**src/mem_bus_pkg.sv**
```systemverilog
package mem_bus_pkg;

    localparam int addr_width   = 32;
    localparam int data_width   = 64;
    localparam int strb_width   = data_width / 8;
    localparam int sram_words   = 256;
    localparam int offset_width = $clog2(strb_width);      // byte offset in a doubleword
    localparam int index_width  = $clog2(sram_words);
    localparam int sram_bytes   = sram_words * strb_width; // first byte out of range

    typedef enum logic [1:0] {
        size_b = 2'd0,  // 1 byte
        size_h = 2'd1,  // 2 bytes
        size_w = 2'd2,  // 4 bytes
        size_d = 2'd3   // full doubleword
    } size_t;

    typedef enum logic [1:0] {
        resp_okay   = 2'b00,
        resp_slverr = 2'b10
    } resp_t;

    // unprivileged, secure, data access
    localparam logic [2:0] prot_data = 3'b000;

    // byte lanes touched by an access of the given size at the given offset
    function automatic logic [strb_width-1:0] size_to_strb(
        input size_t                   size,
        input logic [offset_width-1:0] offset
    );
        logic [strb_width-1:0] lanes;
        case (size)
            size_b:  lanes = strb_width'(1);
            size_h:  lanes = strb_width'(3);
            size_w:  lanes = strb_width'(15);
            default: lanes = '1;
        endcase
        return lanes << offset;  // accesses never cross a doubleword
    endfunction

endpackage

```
**src/mem_req_if.sv**
```systemverilog
interface mem_req_if;

    logic                               valid;  // held until done
    logic                               write;
    logic [mem_bus_pkg::addr_width-1:0] addr;
    mem_bus_pkg::size_t                 size;
    logic [mem_bus_pkg::data_width-1:0] wdata;  // right aligned
    logic                               done;   // one cycle pulse
    logic [mem_bus_pkg::data_width-1:0] rdata;  // valid with done only
    mem_bus_pkg::resp_t                 resp;

    modport requester (
        output valid,
        output write,
        output addr,
        output size,
        output wdata,
        input  done,
        input  rdata,
        input  resp
    );

    modport server (
        input  valid,
        input  write,
        input  addr,
        input  size,
        input  wdata,
        output done,
        output rdata,
        output resp
    );

endinterface

```
**src/axi_lite_if.sv**
```systemverilog
interface axi_lite_if;

    logic                               awvalid;
    logic                               awready;
    logic [mem_bus_pkg::addr_width-1:0] awaddr;
    logic [2:0]                         awprot;

    logic                               wvalid;
    logic                               wready;
    logic [mem_bus_pkg::data_width-1:0] wdata;
    logic [mem_bus_pkg::strb_width-1:0] wstrb;

    logic                               bvalid;
    logic                               bready;
    mem_bus_pkg::resp_t                 bresp;

    logic                               arvalid;
    logic                               arready;
    logic [mem_bus_pkg::addr_width-1:0] araddr;
    logic [2:0]                         arprot;

    logic                               rvalid;
    logic                               rready;
    logic [mem_bus_pkg::data_width-1:0] rdata;
    mem_bus_pkg::resp_t                 rresp;

    modport master (
        output awvalid, awaddr, awprot, wvalid, wdata, wstrb, bready,
        output arvalid, araddr, arprot, rready,
        input  awready, wready, bvalid, bresp, arready, rvalid, rdata, rresp
    );

    modport slave (
        input  awvalid, awaddr, awprot, wvalid, wdata, wstrb, bready,
        input  arvalid, araddr, arprot, rready,
        output awready, wready, bvalid, bresp, arready, rvalid, rdata, rresp
    );

endinterface

```
**src/axi_rw.sv**
```systemverilog
module axi_rw (
    input  logic       clock,
    input  logic       reset,
    mem_req_if.server  req,
    axi_lite_if.master axi
);

    typedef enum logic [2:0] {
        st_idle,
        st_rd_addr,
        st_rd_data,
        st_wr_addr_data,
        st_wr_resp,
        st_done
    } state_t;

    state_t                             state_q;
    state_t                             state_d;
    logic                               aw_done_q;  // AW finished in write state
    logic                               w_done_q;   // W finished in write state
    logic [mem_bus_pkg::addr_width-1:0] addr_q;
    logic [mem_bus_pkg::data_width-1:0] wdata_q;    // already on its byte lanes
    logic [mem_bus_pkg::strb_width-1:0] strb_q;
    logic [mem_bus_pkg::data_width-1:0] rdata_q;
    mem_bus_pkg::resp_t                 resp_q;
    logic                               aw_hs;
    logic                               w_hs;
    logic                               req_start;

    assign aw_hs     = axi.awvalid && axi.awready;
    assign w_hs      = axi.wvalid && axi.wready;
    assign req_start = (state_q == st_idle) && req.valid;

    always_comb begin
        state_d = state_q;
        case (state_q)
            st_idle: begin
                if (req.valid) begin
                    if (req.write) begin
                        state_d = st_wr_addr_data;
                    end else begin
                        state_d = st_rd_addr;
                    end
                end
            end
            st_rd_addr: begin
                if (axi.arready) begin
                    state_d = st_rd_data;
                end
            end
            st_rd_data: begin
                if (axi.rvalid) begin
                    state_d = st_done;
                end
            end
            st_wr_addr_data: begin
                // AW and W may finish in either order
                if ((aw_done_q || aw_hs) && (w_done_q || w_hs)) begin
                    state_d = st_wr_resp;
                end
            end
            st_wr_resp: begin
                if (axi.bvalid) begin
                    state_d = st_done;
                end
            end
            default: begin
                state_d = st_idle;  // done lasts one cycle
            end
        endcase
    end

    always_ff @(posedge clock or negedge reset) begin
        if (!reset) begin
            state_q   <= st_idle;
            aw_done_q <= 1'b0;
            w_done_q  <= 1'b0;
        end else begin
            state_q <= state_d;
            if (state_q == st_idle) begin
                aw_done_q <= 1'b0;
                w_done_q  <= 1'b0;
            end else begin
                if (aw_hs) begin
                    aw_done_q <= 1'b1;
                end
                if (w_hs) begin
                    w_done_q <= 1'b1;
                end
            end
        end
    end

    always_ff @(posedge clock) begin
        if (req_start) begin
            addr_q  <= req.addr;
            wdata_q <= req.wdata << {req.addr[mem_bus_pkg::offset_width-1:0], 3'b000};
            strb_q  <= mem_bus_pkg::size_to_strb(req.size,
                                                 req.addr[mem_bus_pkg::offset_width-1:0]);
        end
        if ((state_q == st_rd_data) && axi.rvalid) begin
            rdata_q <= axi.rdata;   // whole doubleword, requester picks bytes
            resp_q  <= axi.rresp;
        end
        if ((state_q == st_wr_resp) && axi.bvalid) begin
            rdata_q <= '0;
            resp_q  <= axi.bresp;
        end
    end

    assign axi.awvalid = (state_q == st_wr_addr_data) && !aw_done_q;
    assign axi.awaddr  = addr_q;
    assign axi.awprot  = mem_bus_pkg::prot_data;
    assign axi.wvalid  = (state_q == st_wr_addr_data) && !w_done_q;
    assign axi.wdata   = wdata_q;
    assign axi.wstrb   = strb_q;
    assign axi.bready  = (state_q == st_wr_resp);

    assign axi.arvalid = (state_q == st_rd_addr);
    assign axi.araddr  = addr_q;
    assign axi.arprot  = mem_bus_pkg::prot_data;
    assign axi.rready  = (state_q == st_rd_data);

    assign req.done  = (state_q == st_done);
    assign req.rdata = rdata_q;
    assign req.resp  = resp_q;

endmodule

```
**src/flat_wrapper.sv**
```systemverilog
// flat-port wrapper written by rule: the top's interface ports become plain ports
module axi_rw_flat 
  (clock, reset, req_valid, req_write, req_addr, req_size, req_wdata, req_done, req_rdata, req_resp, axi_awvalid, axi_awaddr, axi_awprot, axi_wvalid, axi_wdata, axi_wstrb, axi_bready, axi_arvalid, axi_araddr, axi_arprot, axi_rready, axi_awready, axi_wready, axi_bvalid, axi_bresp, axi_arready, axi_rvalid, axi_rdata, axi_rresp);
  mem_req_if req_i ();
  axi_lite_if axi_i ();
  input  logic clock;
  input  logic reset;
  input wire logic [$bits(req_i.valid)-1:0] req_valid;
  input wire logic [$bits(req_i.write)-1:0] req_write;
  input wire logic [$bits(req_i.addr)-1:0] req_addr;
  input wire logic [$bits(req_i.size)-1:0] req_size;
  input wire logic [$bits(req_i.wdata)-1:0] req_wdata;
  output wire logic [$bits(req_i.done)-1:0] req_done;
  output wire logic [$bits(req_i.rdata)-1:0] req_rdata;
  output wire logic [$bits(req_i.resp)-1:0] req_resp;
  output wire logic [$bits(axi_i.awvalid)-1:0] axi_awvalid;
  output wire logic [$bits(axi_i.awaddr)-1:0] axi_awaddr;
  output wire logic [$bits(axi_i.awprot)-1:0] axi_awprot;
  output wire logic [$bits(axi_i.wvalid)-1:0] axi_wvalid;
  output wire logic [$bits(axi_i.wdata)-1:0] axi_wdata;
  output wire logic [$bits(axi_i.wstrb)-1:0] axi_wstrb;
  output wire logic [$bits(axi_i.bready)-1:0] axi_bready;
  output wire logic [$bits(axi_i.arvalid)-1:0] axi_arvalid;
  output wire logic [$bits(axi_i.araddr)-1:0] axi_araddr;
  output wire logic [$bits(axi_i.arprot)-1:0] axi_arprot;
  output wire logic [$bits(axi_i.rready)-1:0] axi_rready;
  input wire logic [$bits(axi_i.awready)-1:0] axi_awready;
  input wire logic [$bits(axi_i.wready)-1:0] axi_wready;
  input wire logic [$bits(axi_i.bvalid)-1:0] axi_bvalid;
  input wire logic [$bits(axi_i.bresp)-1:0] axi_bresp;
  input wire logic [$bits(axi_i.arready)-1:0] axi_arready;
  input wire logic [$bits(axi_i.rvalid)-1:0] axi_rvalid;
  input wire logic [$bits(axi_i.rdata)-1:0] axi_rdata;
  input wire logic [$bits(axi_i.rresp)-1:0] axi_rresp;
  assign req_i.valid = req_valid;
  assign req_i.write = req_write;
  assign req_i.addr = req_addr;
  assign req_i.size = req_size;
  assign req_i.wdata = req_wdata;
  assign req_done = req_i.done;
  assign req_rdata = req_i.rdata;
  assign req_resp = req_i.resp;
  assign axi_awvalid = axi_i.awvalid;
  assign axi_awaddr = axi_i.awaddr;
  assign axi_awprot = axi_i.awprot;
  assign axi_wvalid = axi_i.wvalid;
  assign axi_wdata = axi_i.wdata;
  assign axi_wstrb = axi_i.wstrb;
  assign axi_bready = axi_i.bready;
  assign axi_arvalid = axi_i.arvalid;
  assign axi_araddr = axi_i.araddr;
  assign axi_arprot = axi_i.arprot;
  assign axi_rready = axi_i.rready;
  assign axi_i.awready = axi_awready;
  assign axi_i.wready = axi_wready;
  assign axi_i.bvalid = axi_bvalid;
  assign axi_i.bresp = axi_bresp;
  assign axi_i.arready = axi_arready;
  assign axi_i.rvalid = axi_rvalid;
  assign axi_i.rdata = axi_rdata;
  assign axi_i.rresp = axi_rresp;
  axi_rw u_core (.clock(clock), .reset(reset), .req(req_i), .axi(axi_i));
endmodule
```
**config.mk**
```make
export PLATFORM = sky130hd
export DESIGN_NAME = axi_rw_flat
export DESIGN_NICKNAME = d
export VERILOG_FILES = /design/src/mem_bus_pkg.sv /design/src/mem_req_if.sv /design/src/axi_lite_if.sv /design/src/axi_rw.sv /design/src/flat_wrapper.sv
export SDC_FILE = /design/constraint.sdc
export NUM_CORES = 1
export LEC_CHECK = 0
export ABC_AREA = 1
export BUFFER_PORTS_ARGS = -buffer_cell sky130_fd_sc_hd__buf_2
export CORE_AREA = 5 5 149 151
export CTS_CLUSTER_SIZE = 8
export DETAILED_ROUTE_END_ITERATION = 10
export DIE_AREA = 0 0 154 156
export HOLD_SLACK_MARGIN = 0.03
export PLACE_DENSITY = 0.7
export SYNTH_ARGS = -nofsm -noshare
export SYNTH_HDL_FRONTEND = slang
export SYNTH_SLANG_ARGS = --single-unit
```
**constraint.sdc**
```tcl
create_clock -name clock -period 9.24 [get_ports clock]
set_clock_uncertainty 0.1 [all_clocks]
set_input_delay 0 -clock clock [delete_from_list [all_inputs] [get_ports clock]]
set_output_delay 0 -clock clock [all_outputs]
set_load 0.05 [all_outputs]
```
==> out/summary.txt <==
Async S/R FF share, synth: 0.02857
Fillers: 1,757
# setup viols final: 0
Relative slew slack: 0.2132
DP Worst Slack: 6580 ps
CP cell instances: buf_2, buf_4, inv_1, nand2_1, nand3_1, dlygate4sd3_1, nand3_1, dlygate4sd3_1, o21ai_0
Top achievable clock speed: 349.7 MHz
Net Sw Frac: 0.5023
Wire per inst: 17.82 µm
DP Wirelength: 20.02 mm
LEAKAGE: 5.583 nW
Final WL: 29.63 mm
Sink Count: 175
Worst path bufs/invs: 5
Post-synth EDFFs: 106
Netlist cell types: 30
Post-CTS sizing: 0
Sequential-to-total area share from yosys stat: 0.5819
Top FF cell, synth: edfxtp_1
Sequential share of power: 0.325
Final period util: 0.3094
DRT Pass-1 Iters: 5
Die height: 156 µm
Core area: 20,690 µm²
Drt via density: 4.889
DR DRC count: 0
CP startpoint kind: input pin
Fin crit period: 2859 ps
Layout cell share with drive strength beyond 1: 0.3228
Clock tree buffer depth: 2
Hold EP: u_core.axi.wdata[46]
Worst EP arrival: 2920 ps
Yosys warns: 0
Fin nets: 1,550
Leading post-synthesis cells by cell area: edfxtp_1, dfxtp_1, nor2_1
Synthesized cell area: 7886 µm²
Reg2Reg Launch Point: u_core.state_q[0]
Slowest cell on the critical path: inv_1
Worst r2r path cells: 6
Syn-to-layout area delta: 52.86%
Initial drt markers: 651
Clock Pin Slew Worst Setup and Hold Paths: 80 ps
Final ANT Viol Nets: 0
Clock tree root buffer cell: clkbuf_16
H-Tree Depth: 4
Row Count: 53
TritonCTS buffer count: 17
Initial Util: 0.3812
Fin worst setup slack: 6381 ps
Reg2reg end: u_core.req.resp[1]
Gpl congestion: 0.9116
Syn Inst Count: 872
Data required, critical path: 9300 ps
Final-report max-slew violation count: 0
Die Wd: 154 µm
Worst R2R Setup Slack: 6540 ps
GR Overflow Total: 0
#FFs+latches synth: 175
Worst Hold Launch: req_wdata[46]
Worst hold slack: 50.39 ps
Syn Area/Cell: 9.044 µm²
Clock power share: 0.197
Net Switching: 0.001901 W
VDD IR-drop max: 0.0001383 V
Final hold violations: 0
Worst skew pair latency: 420 ps
Top delay family on crit path: buffers and inverters
Internal Dissipation: 0.001884 W
Setup TNS: 0 ps
Crit-path max cell delay: 630 ps
Hold depth: 6
Worst-path fanout max: 77
Combinational share of power: 0.478
Slew @ Worst Pin: 1180 ps
Max_cap viols: 0
Number of global-route vias before repair: 8,040
PwrDens: 313.9 nW/µm²
Initial antenna violation count: 2
Commonest non-fill, non-tap cell in the layout: buf_2
First-pass GRT wire length: 44.43 mm
Crit. End Element: flop
Most frequent cells in the layout: buf_2, nor2_1, dlygate4sd3_1
Die Area: 24,020 µm²
Antenna diode count: 0
Via count: 8,131
Critical path type: in -> reg
Overall global routing resource usage: 0.2362
Area leader, netlist: edfxtp_1
Outcome: finished clean
Hold Path Class: in -> reg
Largest net degree at the start of global routing: 79
Total power: 0.003784 W
# IOs: 389
Post-synth top area share: 0.4036
IO buf count: 382
TritonCTS clock tree: yes
RSZ-0062 raised after global routing: false
[Yosys cell counts, types with 3 or more instances]
library cell	count
dfxtp_1	64
inv_1	33
nor2_1	183
dfrtp_1	5
edfxtp_1	106
mux2i_1	8
buf_2	12
o21ai_0	122
a21oi_1	11
nand2_1	138
buf_4	43
nor2_4	3
nand3_1	52
inv_2	4
clkbuf_1	22
or2_2	16
buf_6	13
o21ai_1	18
[kinds of logic after synthesis]
kind of cell / after synthesis / synth area share
AND/OR/NAND/NOR: 402 / 0.2105
flip-flops: 175 / 0.5819
AO/OA/AOI/OAI: 156 / 0.1003
buffers and inverters: 130 / 0.09662
multiplexers: 8 / 0.01015
other: 1 / 0.0004755
[worst register-to-register path, cell delays in order (launching register included)]
cell     delay (ps)
dfrtp_1         570
inv_2           120
nand2_2         120
nor2_4           30
buf_4           300
inv_2           920
nand2_1         230
[per-layer routing]
metal  wire [µm]  GRT usage
met5          21          0
met1       10950     0.2585
met2       15070     0.4253
met3        2372    0.07212
met4        1223    0.09924
[layout make-up]
class,instances,area (µm²),area share
tap,275,344.1,0.02854
timing repair buffer,571,3789,0.3143
clock inverter,15,206.4,0.01713
multi-input combinational,572,2559,0.2122
clock buffer,17,425.4,0.03529
sequential,175,4589,0.3807
inverter,38,142.6,0.01183
[stage by stage]
stage	utilization	instances	cell area [µm²]
6_report	0.5827	1663	12060
5_1_grt	0.5827	1663	12060
4_1_cts	0.5827	1663	12060
3_5_place_dp	0.4636	1448	9592
3_3_place_gp	0.4636	1448	9592
2_1_floorplan	-	877	7905
[sequential cells by signal (all words and copies together) (netlist names)]
name,count
u_core.axi.araddr,32
u_core.aw_done_q,1
u_core.req.resp,2
u_core.axi.wdata,64
u_core.w_done_q,1
u_core.req.rdata,64
u_core.state_q,3
u_core.axi.wstrb,8
[worst max-delay path by stage]
stage | from | end | slack, ps | cells past startpoint
floorplan | u_core.state_q[1] | u_core.axi.araddr[0] | 680 | 4
global placement | u_core.state_q[0] | u_core.req.resp[0] | 6620 | 6
detailed placement | u_core.state_q[1] | u_core.axi.wdata[33] | 6580 | 5
CTS | req_addr[0] | u_core.axi.wdata[49] | 6480 | 9
global route | req_addr[0] | u_core.axi.wdata[49] | 6210 | 9
finish | req_addr[0] | u_core.axi.wdata[49] | 6380 | 9
[power by group through the flow]
stage	combinational, W	clock [W]	sequential [W]
2_1_floorplan	0.000536	0	0.00205
3_3_place_gp	0.00170	0	0.00123
3_5_place_dp	0.00171	0	0.00123
4_1_cts	0.00179	0.000769	0.00122
5_1_grt	0.00190	0.000801	0.00126
6_report	0.00181	0.000746	0.00123
[repair_timing]
| item | 4_1_cts | 5_1_grt |
|---|---|---|
| setup buffers | 0 | 0 |
| endpoints found under the hold margin | 167 | 0 |
| hold buffers | 183 | 0 |
(Power assumes the default switching activity.)
