===== config.mk =====
export PLATFORM = sky130hd
export DESIGN_NAME = port_arbiter_flat
export DESIGN_NICKNAME = d
export VERILOG_FILES = /design/src/mem_bus_pkg.sv /design/src/mem_req_if.sv /design/src/port_arbiter.sv /design/src/flat_wrapper.sv
export SDC_FILE = /design/constraint.sdc
export NUM_CORES = 1
export LEC_CHECK = 0
export BUFFER_PORTS_ARGS = -buffer_cell sky130_fd_sc_hd__buf_4
export CORE_AREA = 3 3 167 169
export DETAILED_ROUTE_END_ITERATION = 6
export DIE_AREA = 0 0 170 172
export GPL_ROUTABILITY_DRIVEN = 0
export SLEW_MARGIN = 20
export SYNTH_ARGS = -nofsm -noshare
export SYNTH_HDL_FRONTEND = slang
export SYNTH_SLANG_ARGS = --single-unit

===== constraint.sdc =====
create_clock -name clock -period 3.1 [get_ports clock]
set_clock_uncertainty 0.1 [all_clocks]
set_input_delay 0.31 -clock clock [delete_from_list [all_inputs] [get_ports clock]]
set_output_delay 0.31 -clock clock [all_outputs]
set_load 0.02 [all_outputs]

===== src/mem_bus_pkg.sv =====
package mem_bus_pkg;

    localparam int addr_width   = 32;
    localparam int data_width   = 64;
    localparam int strb_width   = data_width / 8;
    localparam int sram_words   = 256;
    localparam int offset_width = $clog2(strb_width);      // byte offset in a doubleword
    localparam int index_width  = $clog2(sram_words);
    localparam int sram_bytes   = sram_words * strb_width; // first byte out of range

    typedef enum logic [1:0] {
        size_b = 2'd0,  // 1 byte
        size_h = 2'd1,  // 2 bytes
        size_w = 2'd2,  // 4 bytes
        size_d = 2'd3   // full doubleword
    } size_t;

    typedef enum logic [1:0] {
        resp_okay   = 2'b00,
        resp_slverr = 2'b10
    } resp_t;

    // unprivileged, secure, data access
    localparam logic [2:0] prot_data = 3'b000;

    // byte lanes touched by an access of the given size at the given offset
    function automatic logic [strb_width-1:0] size_to_strb(
        input size_t                   size,
        input logic [offset_width-1:0] offset
    );
        logic [strb_width-1:0] lanes;
        case (size)
            size_b:  lanes = strb_width'(1);
            size_h:  lanes = strb_width'(3);
            size_w:  lanes = strb_width'(15);
            default: lanes = '1;
        endcase
        return lanes << offset;  // accesses never cross a doubleword
    endfunction

endpackage


===== src/mem_req_if.sv =====
interface mem_req_if;

    logic                               valid;  // held until done
    logic                               write;
    logic [mem_bus_pkg::addr_width-1:0] addr;
    mem_bus_pkg::size_t                 size;
    logic [mem_bus_pkg::data_width-1:0] wdata;  // right aligned
    logic                               done;   // one cycle pulse
    logic [mem_bus_pkg::data_width-1:0] rdata;  // valid with done only
    mem_bus_pkg::resp_t                 resp;

    modport requester (
        output valid,
        output write,
        output addr,
        output size,
        output wdata,
        input  done,
        input  rdata,
        input  resp
    );

    modport server (
        input  valid,
        input  write,
        input  addr,
        input  size,
        input  wdata,
        output done,
        output rdata,
        output resp
    );

endinterface


===== src/port_arbiter.sv =====
module port_arbiter (
    input  logic                               clock,
    input  logic                               reset,

    input  logic                               fetch_valid_i,
    input  logic [mem_bus_pkg::addr_width-1:0] fetch_addr_i,
    output logic                               fetch_done_o,
    output logic [mem_bus_pkg::data_width-1:0] fetch_rdata_o,
    output mem_bus_pkg::resp_t                 fetch_resp_o,

    input  logic                               ls_valid_i,
    input  logic                               ls_write_i,
    input  logic [mem_bus_pkg::addr_width-1:0] ls_addr_i,
    input  mem_bus_pkg::size_t                 ls_size_i,
    input  logic [mem_bus_pkg::data_width-1:0] ls_wdata_i,
    output logic                               ls_done_o,
    output logic [mem_bus_pkg::data_width-1:0] ls_rdata_o,
    output mem_bus_pkg::resp_t                 ls_resp_o,

    mem_req_if.requester                       granted
);

    logic locked;       // transaction in flight
    logic owner_ls;     // port holding the grant, 1 for load/store
    logic last_ls;      // port served last
    logic sel_ls;
    logic grant_valid;

    always_comb begin
        if (locked) begin
            sel_ls = owner_ls;
        end else if (fetch_valid_i && ls_valid_i) begin
            sel_ls = !last_ls;  // tie goes to the other port
        end else begin
            sel_ls = ls_valid_i;
        end
    end

    assign grant_valid = sel_ls ? ls_valid_i : fetch_valid_i;

    always_comb begin
        granted.valid = grant_valid;
        if (sel_ls) begin
            granted.write = ls_write_i;
            granted.addr  = ls_addr_i;
            granted.size  = ls_size_i;
            granted.wdata = ls_wdata_i;
        end else begin
            granted.write = 1'b0;                   // fetch only reads
            granted.addr  = fetch_addr_i;
            granted.size  = mem_bus_pkg::size_d;    // whole doubleword
            granted.wdata = '0;
        end
    end

    always_ff @(posedge clock or negedge reset) begin
        if (!reset) begin
            locked   <= 1'b0;
            owner_ls <= 1'b0;
            last_ls  <= 1'b1;   // fetch wins the first tie
        end else if (granted.done) begin
            locked  <= 1'b0;
            last_ls <= owner_ls;
        end else if (!locked && grant_valid) begin
            locked   <= 1'b1;
            owner_ls <= sel_ls;
        end
    end

    // completion goes back to the owning port
    assign fetch_done_o  = granted.done && !sel_ls;
    assign ls_done_o     = granted.done && sel_ls;
    assign fetch_rdata_o = granted.rdata;
    assign ls_rdata_o    = granted.rdata;
    assign fetch_resp_o  = granted.resp;
    assign ls_resp_o     = granted.resp;

endmodule


===== src/flat_wrapper.sv =====
// flat-port wrapper written by rule: the top's interface ports become plain ports
module port_arbiter_flat 
  (clock, reset, fetch_valid_i, fetch_addr_i, fetch_done_o, fetch_rdata_o, fetch_resp_o, ls_valid_i, ls_write_i, ls_addr_i, ls_size_i, ls_wdata_i, ls_done_o, ls_rdata_o, ls_resp_o, granted_valid, granted_write, granted_addr, granted_size, granted_wdata, granted_done, granted_rdata, granted_resp);
  mem_req_if granted_i ();
  input  logic clock;
  input  logic reset;
  input  logic fetch_valid_i;
  input  logic [mem_bus_pkg::addr_width-1:0] fetch_addr_i;
  output logic fetch_done_o;
  output logic [mem_bus_pkg::data_width-1:0] fetch_rdata_o;
  output mem_bus_pkg::resp_t fetch_resp_o;
  input  logic ls_valid_i;
  input  logic ls_write_i;
  input  logic [mem_bus_pkg::addr_width-1:0] ls_addr_i;
  input  mem_bus_pkg::size_t ls_size_i;
  input  logic [mem_bus_pkg::data_width-1:0] ls_wdata_i;
  output logic ls_done_o;
  output logic [mem_bus_pkg::data_width-1:0] ls_rdata_o;
  output mem_bus_pkg::resp_t ls_resp_o;
  output wire logic [$bits(granted_i.valid)-1:0] granted_valid;
  output wire logic [$bits(granted_i.write)-1:0] granted_write;
  output wire logic [$bits(granted_i.addr)-1:0] granted_addr;
  output wire logic [$bits(granted_i.size)-1:0] granted_size;
  output wire logic [$bits(granted_i.wdata)-1:0] granted_wdata;
  input wire logic [$bits(granted_i.done)-1:0] granted_done;
  input wire logic [$bits(granted_i.rdata)-1:0] granted_rdata;
  input wire logic [$bits(granted_i.resp)-1:0] granted_resp;
  assign granted_valid = granted_i.valid;
  assign granted_write = granted_i.write;
  assign granted_addr = granted_i.addr;
  assign granted_size = granted_i.size;
  assign granted_wdata = granted_i.wdata;
  assign granted_i.done = granted_done;
  assign granted_i.rdata = granted_rdata;
  assign granted_i.resp = granted_resp;
  port_arbiter u_core (.clock(clock), .reset(reset), .fetch_valid_i(fetch_valid_i), .fetch_addr_i(fetch_addr_i), .fetch_done_o(fetch_done_o), .fetch_rdata_o(fetch_rdata_o), .fetch_resp_o(fetch_resp_o), .ls_valid_i(ls_valid_i), .ls_write_i(ls_write_i), .ls_addr_i(ls_addr_i), .ls_size_i(ls_size_i), .ls_wdata_i(ls_wdata_i), .ls_done_o(ls_done_o), .ls_rdata_o(ls_rdata_o), .ls_resp_o(ls_resp_o), .granted(granted_i));
endmodule

==> results.ini, run 1 <==
[worst_hold_path]
hold_path_class = input port to register

[floorplanning]
start_util_pct = 8.04
coreArea_mm2 = 0.0267
die_w_um = 170
rows = 60
die_h_um = 172
dieArea_mm2 = 0.0292
pin_count = 436

[timing]
final_hold_viol_count = 0
fin_crit_sh_pct = 76.2
max_freq_ghz = 0.423
finalSetupTns_ns = 0
worstMarginPinSlew_ns = 0.459
post-route-min-period_ns = 2.36
setup-violations-final = 0
rsz0062_at_grt = false
whs_ns = 0.181
fin_ws_ns = 0.738
slew_viol_final = 0
slew_headroom_pct = 69.4

[grt]
grt_first_pass_wirelength_um = 9960
grt_antenna_before_repair = 1
first_global_vias = 1925
overflow = 0
groute.usage.overall_pct = 4.30
grt_max_degree = 64

[pwr]
finalPower_mw = 1.11
internal_power_uw = 671
p_comb_share_pct = 76.5
netSwitchingPower_uw = 442
power_frac_clock_pct = 18.4
power_switching_share_pct = 39.7
p_per_area_mw_per_mm2 = 328
ir_worst_vdd_v = 0.000327
pwr-share-seq_pct = 5.1
p_leak_nw = 1.72

[detailed_routing]
wirelength_um = 7780
first_pass_iters = 3
wl_per_cell_um = 11.1
ant_nets = 0
drc = 0
initialDrtViolationCount = 37
vias_per_cell = 2.76
num_vias = 1939

[cts]
post_cts_resized = 0
clk-insertion-delay-late_ns = 0.22
cts-root-buf = clkbuf_16
cts_made_buffers = 3
cts_max_level = 1
path_clk_slew_ns = 0.03
cts_buffer_depth = 2
cts_tree = done
cts.sinks = 3

[yosys]
yosys_register_bits = 3
syn-cell-area_mm2 = 0.00215
synth_edf_count = 0
seq_area_frac_synth_pct = 3.55
ys.flop_type = dfrtp_1
async_flop_share_pct = 100
synthesis.nets = 463
avgSynthCellArea_um2 = 8.23
ys_warn_count = 0
synth_cells = 261
synthDistinctLibCells = 19

[job]
cap_viol_max_count = 0

[worst_setup_path]
cp.arrival_ns = 1.95
criticalPathCategory = register to output port
worstPathMaxFanout = 30
cp-end-kind = output port
required_ns = 2.69
worstSetupStartpointType = register

[final_layout]
antennaDiodeCount = 0
syn2layout_area_growth_pct = 57.8
final_util_pct = 12.7
nNetsFinal = 565
drive_gt1_share_pct = 76.5
finalNonFillerCells = 703
postLayoutCellArea_mm2 = 0.00339

[placement]
placed_area_mm2 = 0.00330
dp.cells = 698
hpwl_um = 6810
io_buffer_count = 237
dp_slack_ns = 0.942

[run_status]
outcome = complete, no violations

==> worst paths after layout <==
| check | start | endpoint | slack, ns | depth (start not counted) |
|---|---|---|---|---|
| max | u_core.locked | granted_addr[30] | 0.74 | 5 |
| min | granted_done | u_core.locked | 0.18 | 2 |
| max reg2reg | u_core.last_ls | u_core.owner_ls | 2.02 | 2 |
| min reg2reg | u_core.owner_ls | u_core.owner_ls | 0.51 | 1 |
| max in group asynchronous | reset | u_core.last_ls | 2.40 | 2 |
| min in group asynchronous | reset | u_core.locked | 0.31 | 2 |
==> flip-flops by register name (all words and copies together) (netlist names) <==
| signal | count |
|---|---|
| u_core.last_ls | 1 |
| u_core.locked | 1 |
| u_core.owner_ls | 1 |
==> cells by family (layout without fill, tap and decap cells) <==
| kind of cell | Yosys count | in the layout | share of synthesized area [%] |
|---|---|---|---|
| buffers and inverters | 144 | 245 | 50.8 |
| flip-flops | 3 | 3 | 3.55 |
| multiplexers | 33 | 33 | 22.5 |
| AND/OR/NAND/NOR | 78 | 78 | 21.9 |
| AO/OA/AOI/OAI | 3 | 3 | 1.16 |
==> repair_timing <==
action,in CTS,in global routing
hold endpoints to repair,3,0
hold buffers,1,0
buffers inserted,0,0
==> cell type report <==
class	count	area [um2]
Clock buffer	4	78.8
Tap cell	341	427
Timing Repair Buffer	240	1820
Inverter	1	3.75
Multi-Input combinational cell	114	987
Sequential cell	3	76.3
Fill cell	3073	23300
==> routing by layer <==
metal,share of wire (%),global-route usage (%),vias up
li1,-,-,881
met1,35,4.97,802
met2,44,6.32,227
met3,18,3.16,27
met4,2.0,1.20,2
met5,0.090,0,-
==> power groups by stage <==
stage          Sequential, mW  Clock, mW  Combinational, mW
2_1_floorplan          0.0543          0              0.735
3_3_place_gp           0.0562          0              0.855
3_5_place_dp           0.0568          0              0.860
4_1_cts                0.0566      0.207              0.864
5_1_grt                0.0570      0.212              0.909
6_report               0.0566      0.205              0.852
==> cell usage after synthesis, types with 2 or more instances <==
master | instances | area share (%)
mux2_2 | 3 | 1.6
buf_12 | 3 | 2.8
dfrtp_1 | 2 | 2.3
buf_4 | 132 | 46
and2_1 | 66 | 19
nand2b_1 | 2 | 0.58
clkbuf_1 | 7 | 1.2
mux2_4 | 30 | 21
nor2_1 | 4 | 0.70
nand2_1 | 3 | 0.52
==> critical path, cell delays in order, from the launching register on <==
cell and delay, ns:
dfrtp_1 0.42, nor2b_1 0.16, a22o_4 0.19, buf_4 0.41, mux2_2 0.38, buf_4 0.15
==> cell usage in the layout (no fill, tap or decap), types with 2 or more instances in the layout <==
cell type,n
mux2_2,3
buf_4,238
mux2_4,30
and2_1,66
dfrtp_1,2
nand2_1,3
clkbuf_16,3
nor2_1,4
nand2b_1,2
Note: power is estimated with default switching activity, not from simulation.
==> run 2, diff against run 1 <==
Settings changed: CORE_AREA 3 3 167 169 to 3 3 169 171, DIE_AREA 0 0 170 172 to 0 0 172 174.
Clock period 3.1 ns to 2.35 ns, I/O delays scaled along.
==> results.ini, run 2 (same netlist as run 1, synthesis figures left out) <==
[run_status]
outcome = complete, no violations

[placement]
placed_area_mm2 = 0.00331
io_buffer_count = 237
hpwl_um = 8290
dp.cells = 698
dp_slack_ns = 0.452

[final_layout]
postLayoutCellArea_mm2 = 0.00340
nFillCells = 3114
drive_gt1_share_pct = 76.5
antennaDiodeCount = 0
nNetsFinal = 565
layout_common_cells = buf_4 (237), and2_1 (66), mux2_4 (30)
top_regs = u_core.last_ls (1), u_core.locked (1), u_core.owner_ls (1)
final_util_pct = 12.6
final_common_cell = buf_4
syn2layout_area_growth_pct = 58.4
finalNonFillerCells = 703

[pwr]
p_leak_nw = 1.73
p_per_area_mw_per_mm2 = 438
ir_worst_vdd_v = 0.000638

[timing]
final_hold_viol_count = 0
setup-violations-final = 0
post-route-min-period_ns = 2.14
fin_crit_sh_pct = 91.1
slew_viol_final = 0
max_freq_ghz = 0.467
finalSetupTns_ns = 0
fin_ws_ns = 0.208
slew_headroom_pct = 79.3
worstMarginPinSlew_ns = 0.310
rsz0062_at_grt = false

[worst_setup_path]
worstSetupStartpointType = register
cp-end-kind = output port
slowest_stage = dfstp_2
cp_cell_sequence = nand2_1, a22o_4, buf_12, mux2_4, buf_4
slowest_delay_ns = 0.51
required_ns = 2.02
criticalPathCategory = register to output port
cp.arrival_ns = 1.81
worstPathMaxFanout = 49

[job]
cap_viol_max_count = 0

[detailed_routing]
drc = 0
initialDrtViolationCount = 44
wirelength_um = 9200
first_pass_iters = 4
num_vias = 1945
ant_nets = 0
wl_per_cell_um = 13.1
vias_per_cell = 2.77

[floorplanning]
die_w_um = 172
rows = 60
coreArea_mm2 = 0.0270
start_util_pct = 7.95
dieArea_mm2 = 0.0299
pin_count = 436
die_h_um = 174

[worst_hold_path]
hold_path_class = input port to register

[grt]
groute.usage.overall_pct = 5.24
grt_max_degree = 53
grt_antenna_before_repair = 0
first_global_vias = 2030
overflow = 0
grt_first_pass_wirelength_um = 11900

[cts]
clk-insertion-delay-late_ns = 0.22
cts-root-buf = clkbuf_16
cts_buffer_depth = 2
cts_made_buffers = 3
post_cts_resized = 0
path_clk_slew_ns = 0.03
cts_tree = done
cts_max_level = 1
cts.sinks = 3

[run 2: worst max-delay path, delay by kind of cell (launching register included)]
family	cells	cell delay, ns
multiplexers	1	0.34
flip-flops	1	0.51
AND/OR/NAND/NOR	1	0.08
buffers and inverters	2	0.33
AO/OA/AOI/OAI	1	0.25
[run 2: worst paths after layout]
check / startpoint / to / slack (ns) / cells past startpoint
worst max-delay path: u_core.last_ls / granted_addr[19] / 0.21 / 5
worst min-delay path: granted_done / u_core.locked / 0.11 / 2
worst max register to register: u_core.locked / u_core.owner_ls / 1.25 / 3
worst min register to register: u_core.owner_ls / u_core.owner_ls / 0.51 / 1
max in group asynchronous: reset / u_core.last_ls / 1.72 / 2
min in group asynchronous: reset / u_core.owner_ls / 0.24 / 2
[run 2: routing by layer]
layer / up-vias / global-route usage, % / share of wire, %
met5: - / 0 / 0
li1: 882 / - / -
met1: 798 / 5.46 / 34
met2: 235 / 8.37 / 44
met3: 30 / 4.18 / 20
met4: 0 / 0.965 / 2.0
[run 2: cell type report]
type                    count  area [um2]  area share (%)
multi-input cells         114         987            29.0
repair buffers            240        1830            53.8
inverters                   1        3.75           0.110
well taps                 341         427            12.5
flip-flops and latches      3        76.3            2.24
clock buffers               4        78.8            2.32
[run 2: what timing repair did]
item,4_1_cts,5_1_grt
setup buffers,0,0
endpoints found under the hold margin,3,0
endpoints found under the setup margin,0,0
hold buffers,1,0
[run 2: power by group]
part / internal [mW] / switching (mW)
clock: 0.223 / 0.0414
sequential: 0.0648 / 0.00967
combinational: 0.604 / 0.545
total: 0.893 / 0.596
[run 2: stage by stage]
step | hold slack [ns] | power, mW
after floorplan | -0.161 | 1.04
after global routing | 0.121 | 1.59
after global placement | -0.0749 | 1.23
final | 0.115 | 1.49
after detailed placement | -0.0719 | 1.25
after CTS | 0.119 | 1.52
==> run 3, diff against run 2 <==
Settings changed: ABC_AREA set to 1, CORE_AREA 3 3 169 171 to 3 3 171 173, DIE_AREA 0 0 172 174 to 0 0 174 176.
==> results.ini, run 3 <==
[yosys]
synthDistinctLibCells = 16
avgSynthCellArea_um2 = 5.30
synth_most_common_cell = buf_4
ys_top_cells_by_count = buf_4 (135), nand2_1 (104), inv_1 (70)
ys_top_cells_by_area = buf_4 (48%), nand2_1 (18%), inv_1 (12%)
synth_edf_count = 0
yosysTopAreaCell = buf_4
yosys_register_bits = 3
async_flop_share_pct = 100
syn-cell-area_mm2 = 0.00212
synth.top_cell.area_share_pct = 47.8
synthesis.nets = 602
ys_warn_count = 0
synth_cells = 400
ys.flop_type = dfrtp_1
seq_area_frac_synth_pct = 3.60

[detailed_routing]
dr_wl_met3_um = 1580
first_pass_iters = 4
ant_nets = 0
wl_per_cell_um = 12.9
wl_met2_um = 5280
num_vias = 2472
wl_met1_um = 4070
initialDrtViolationCount = 51
vias_per_cell = 2.82
routed.top_layer = met5
drc = 0
wirelength_um = 11300

[cts]
clk-insertion-delay-late_ns = 0.22
path_clk_slew_ns = 0.03
cts.sinks = 3
cts_max_level = 1
cts_tree = done
cts_buffer_depth = 2
post_cts_resized = 0
cts_made_buffers = 3
cts-root-buf = clkbuf_16

[timing]
setup-violations-final = 0
post-route-min-period_ns = 2.15
slew_viol_final = 0
whs_ns = 0.138
max_freq_ghz = 0.466
final_hold_viol_count = 0
finalSetupTns_ns = 0
slew_headroom_pct = 68.8
worstMarginPinSlew_ns = 0.469
fin_ws_ns = 0.202
fin_crit_sh_pct = 91.4
rsz0062_at_grt = false

[worst_setup_path]
cp-end-kind = output port
timing.rr.end = u_core.owner_ls
criticalPathCategory = register to output port
required_ns = 2.02
worstSetupStartpointType = register
slowest_stage = dfrtp_1
reg2reg_from = u_core.locked
path_delay_family = buffers and inverters
rrSetupSlack_ns = 0.91
slowest_delay_ns = 0.39
crit_buf_inv = 4
r2r_cells = 6
cp_cell_sequence = inv_1, nand3_2, nand2_4, clkinv_2, buf_12, or2_1, buf_4
worstPathMaxFanout = 45
cp.arrival_ns = 1.81

[pwr]
p_per_area_mw_per_mm2 = 410
p_leak_nw = 2.11
ir_worst_vdd_v = 0.000663
finalPower_mw = 1.41

[placement]
io_buffer_count = 237
dp.cells = 873
hpwl_um = 9820
dp_slack_ns = 0.405

[worst_hold_path]
hold_path_class = input port to register
holdCritStartpoint = granted_done
whs_path_depth = 3
hold_end = u_core.last_ls

[floorplanning]
pin_count = 436
die_w_um = 174
dieArea_mm2 = 0.0306
start_util_pct = 7.63
die_h_um = 176
rows = 61
coreArea_mm2 = 0.0278

[final_layout]
finalNonFillerCells = 878
syn2layout_area_growth_pct = 62.3
nFillCells = 3256
multi_input_area_um2 = 707
seq_area_um2 = 76.3
top_regs = u_core.last_ls (1), u_core.locked (1), u_core.owner_ls (1)
final_common_cell = buf_4
antennaDiodeCount = 0
drive_gt1_share_pct = 49.6
nNetsFinal = 703
layout_common_cells = buf_4 (238), nand2_1 (104), inv_1 (70)

[run_status]
outcome = complete, no violations

[grt]
groute.usage.overall_pct = 6.72
overflow = 0
first_global_vias = 2551
grt_first_pass_wirelength_um = 15700
grt_antenna_before_repair = 2
grt_max_degree = 46

[job]
cap_viol_max_count = 0

## run 3: changes by cell type after synthesis, sizes merged, moves of 2 or more
cell and change:
and2 -66, buf +9, nand3 +3, mux2 -33, nand2b -2, clkbuf -7
inv +70, or2 +3, nand2 +102, nor2 +64
## run 3: where the power goes
part / total (mW) / internal [mW] / switching, mW
clock network: 0.271 / 0.224 / 0.0474
logic: 1.07 / 0.471 / 0.600
registers: 0.0668 / 0.0617 / 0.00509
## run 3: final cells by class
type                       instances  area share [%]
inverter                          71            7.78
sequential                         3            2.22
clock buffer                       4            2.29
timing repair buffer             241            53.4
multi-input combinational        181            20.6
tap                              378            13.8
## run 3: cell families after synthesis
| logic type | Yosys count | synth area share [%] |
|---|---|---|
| buffers and inverters | 216 | 63.0 |
| AND/OR/NAND/NOR | 180 | 33.1 |
| flip-flops | 3 | 3.60 |
| AO/OA/AOI/OAI | 1 | 0.236 |
## run 3: worst max-delay path by stage
stage / startpoint / to / slack (ns) / depth (start not counted)
6_report: u_core.locked / granted_size[0] / 0.20 / 7
5_1_grt: u_core.locked / granted_size[0] / 0.08 / 7
4_1_cts: u_core.locked / granted_size[0] / 0.16 / 7
3_5_place_dp: u_core.locked / granted_size[0] / 0.41 / 7
3_3_place_gp: u_core.locked / granted_size[1] / 0.42 / 7
2_1_floorplan: u_core.last_ls / granted_addr[27] / 0.83 / 7
## run 3: metal layers
layer,track usage [%],vias up
met5,0,-
met4,2.35,4
met1,7.32,1003
met2,11.1,224
li1,-,1191
met3,3.66,50
## run 3: repair_timing
item | 4_1_cts | 5_1_grt
endpoints found under the setup margin | 0 | 0
hold endpoints to repair | 3 | 0
setup buffers | 0 | 0
hold buffers | 1 | 0
## run 3: through the flow
step                      instance area, um2  utilization, %
after CTS                               3440            12.4
final                                   3440            12.4
after global placement                  3350            12.1
after floorplan                         2120               -
after global routing                    3440            12.4
after detailed placement                3350            12.1
## run 3: worst reg2reg max path: stages (launching register included)
cell,delay [ns]
dfrtp_1,0.39
inv_1,0.07
nand3_2,0.10
nand2_4,0.08
buf_4,0.40
nand4_1,0.14
nand2_1,0.09
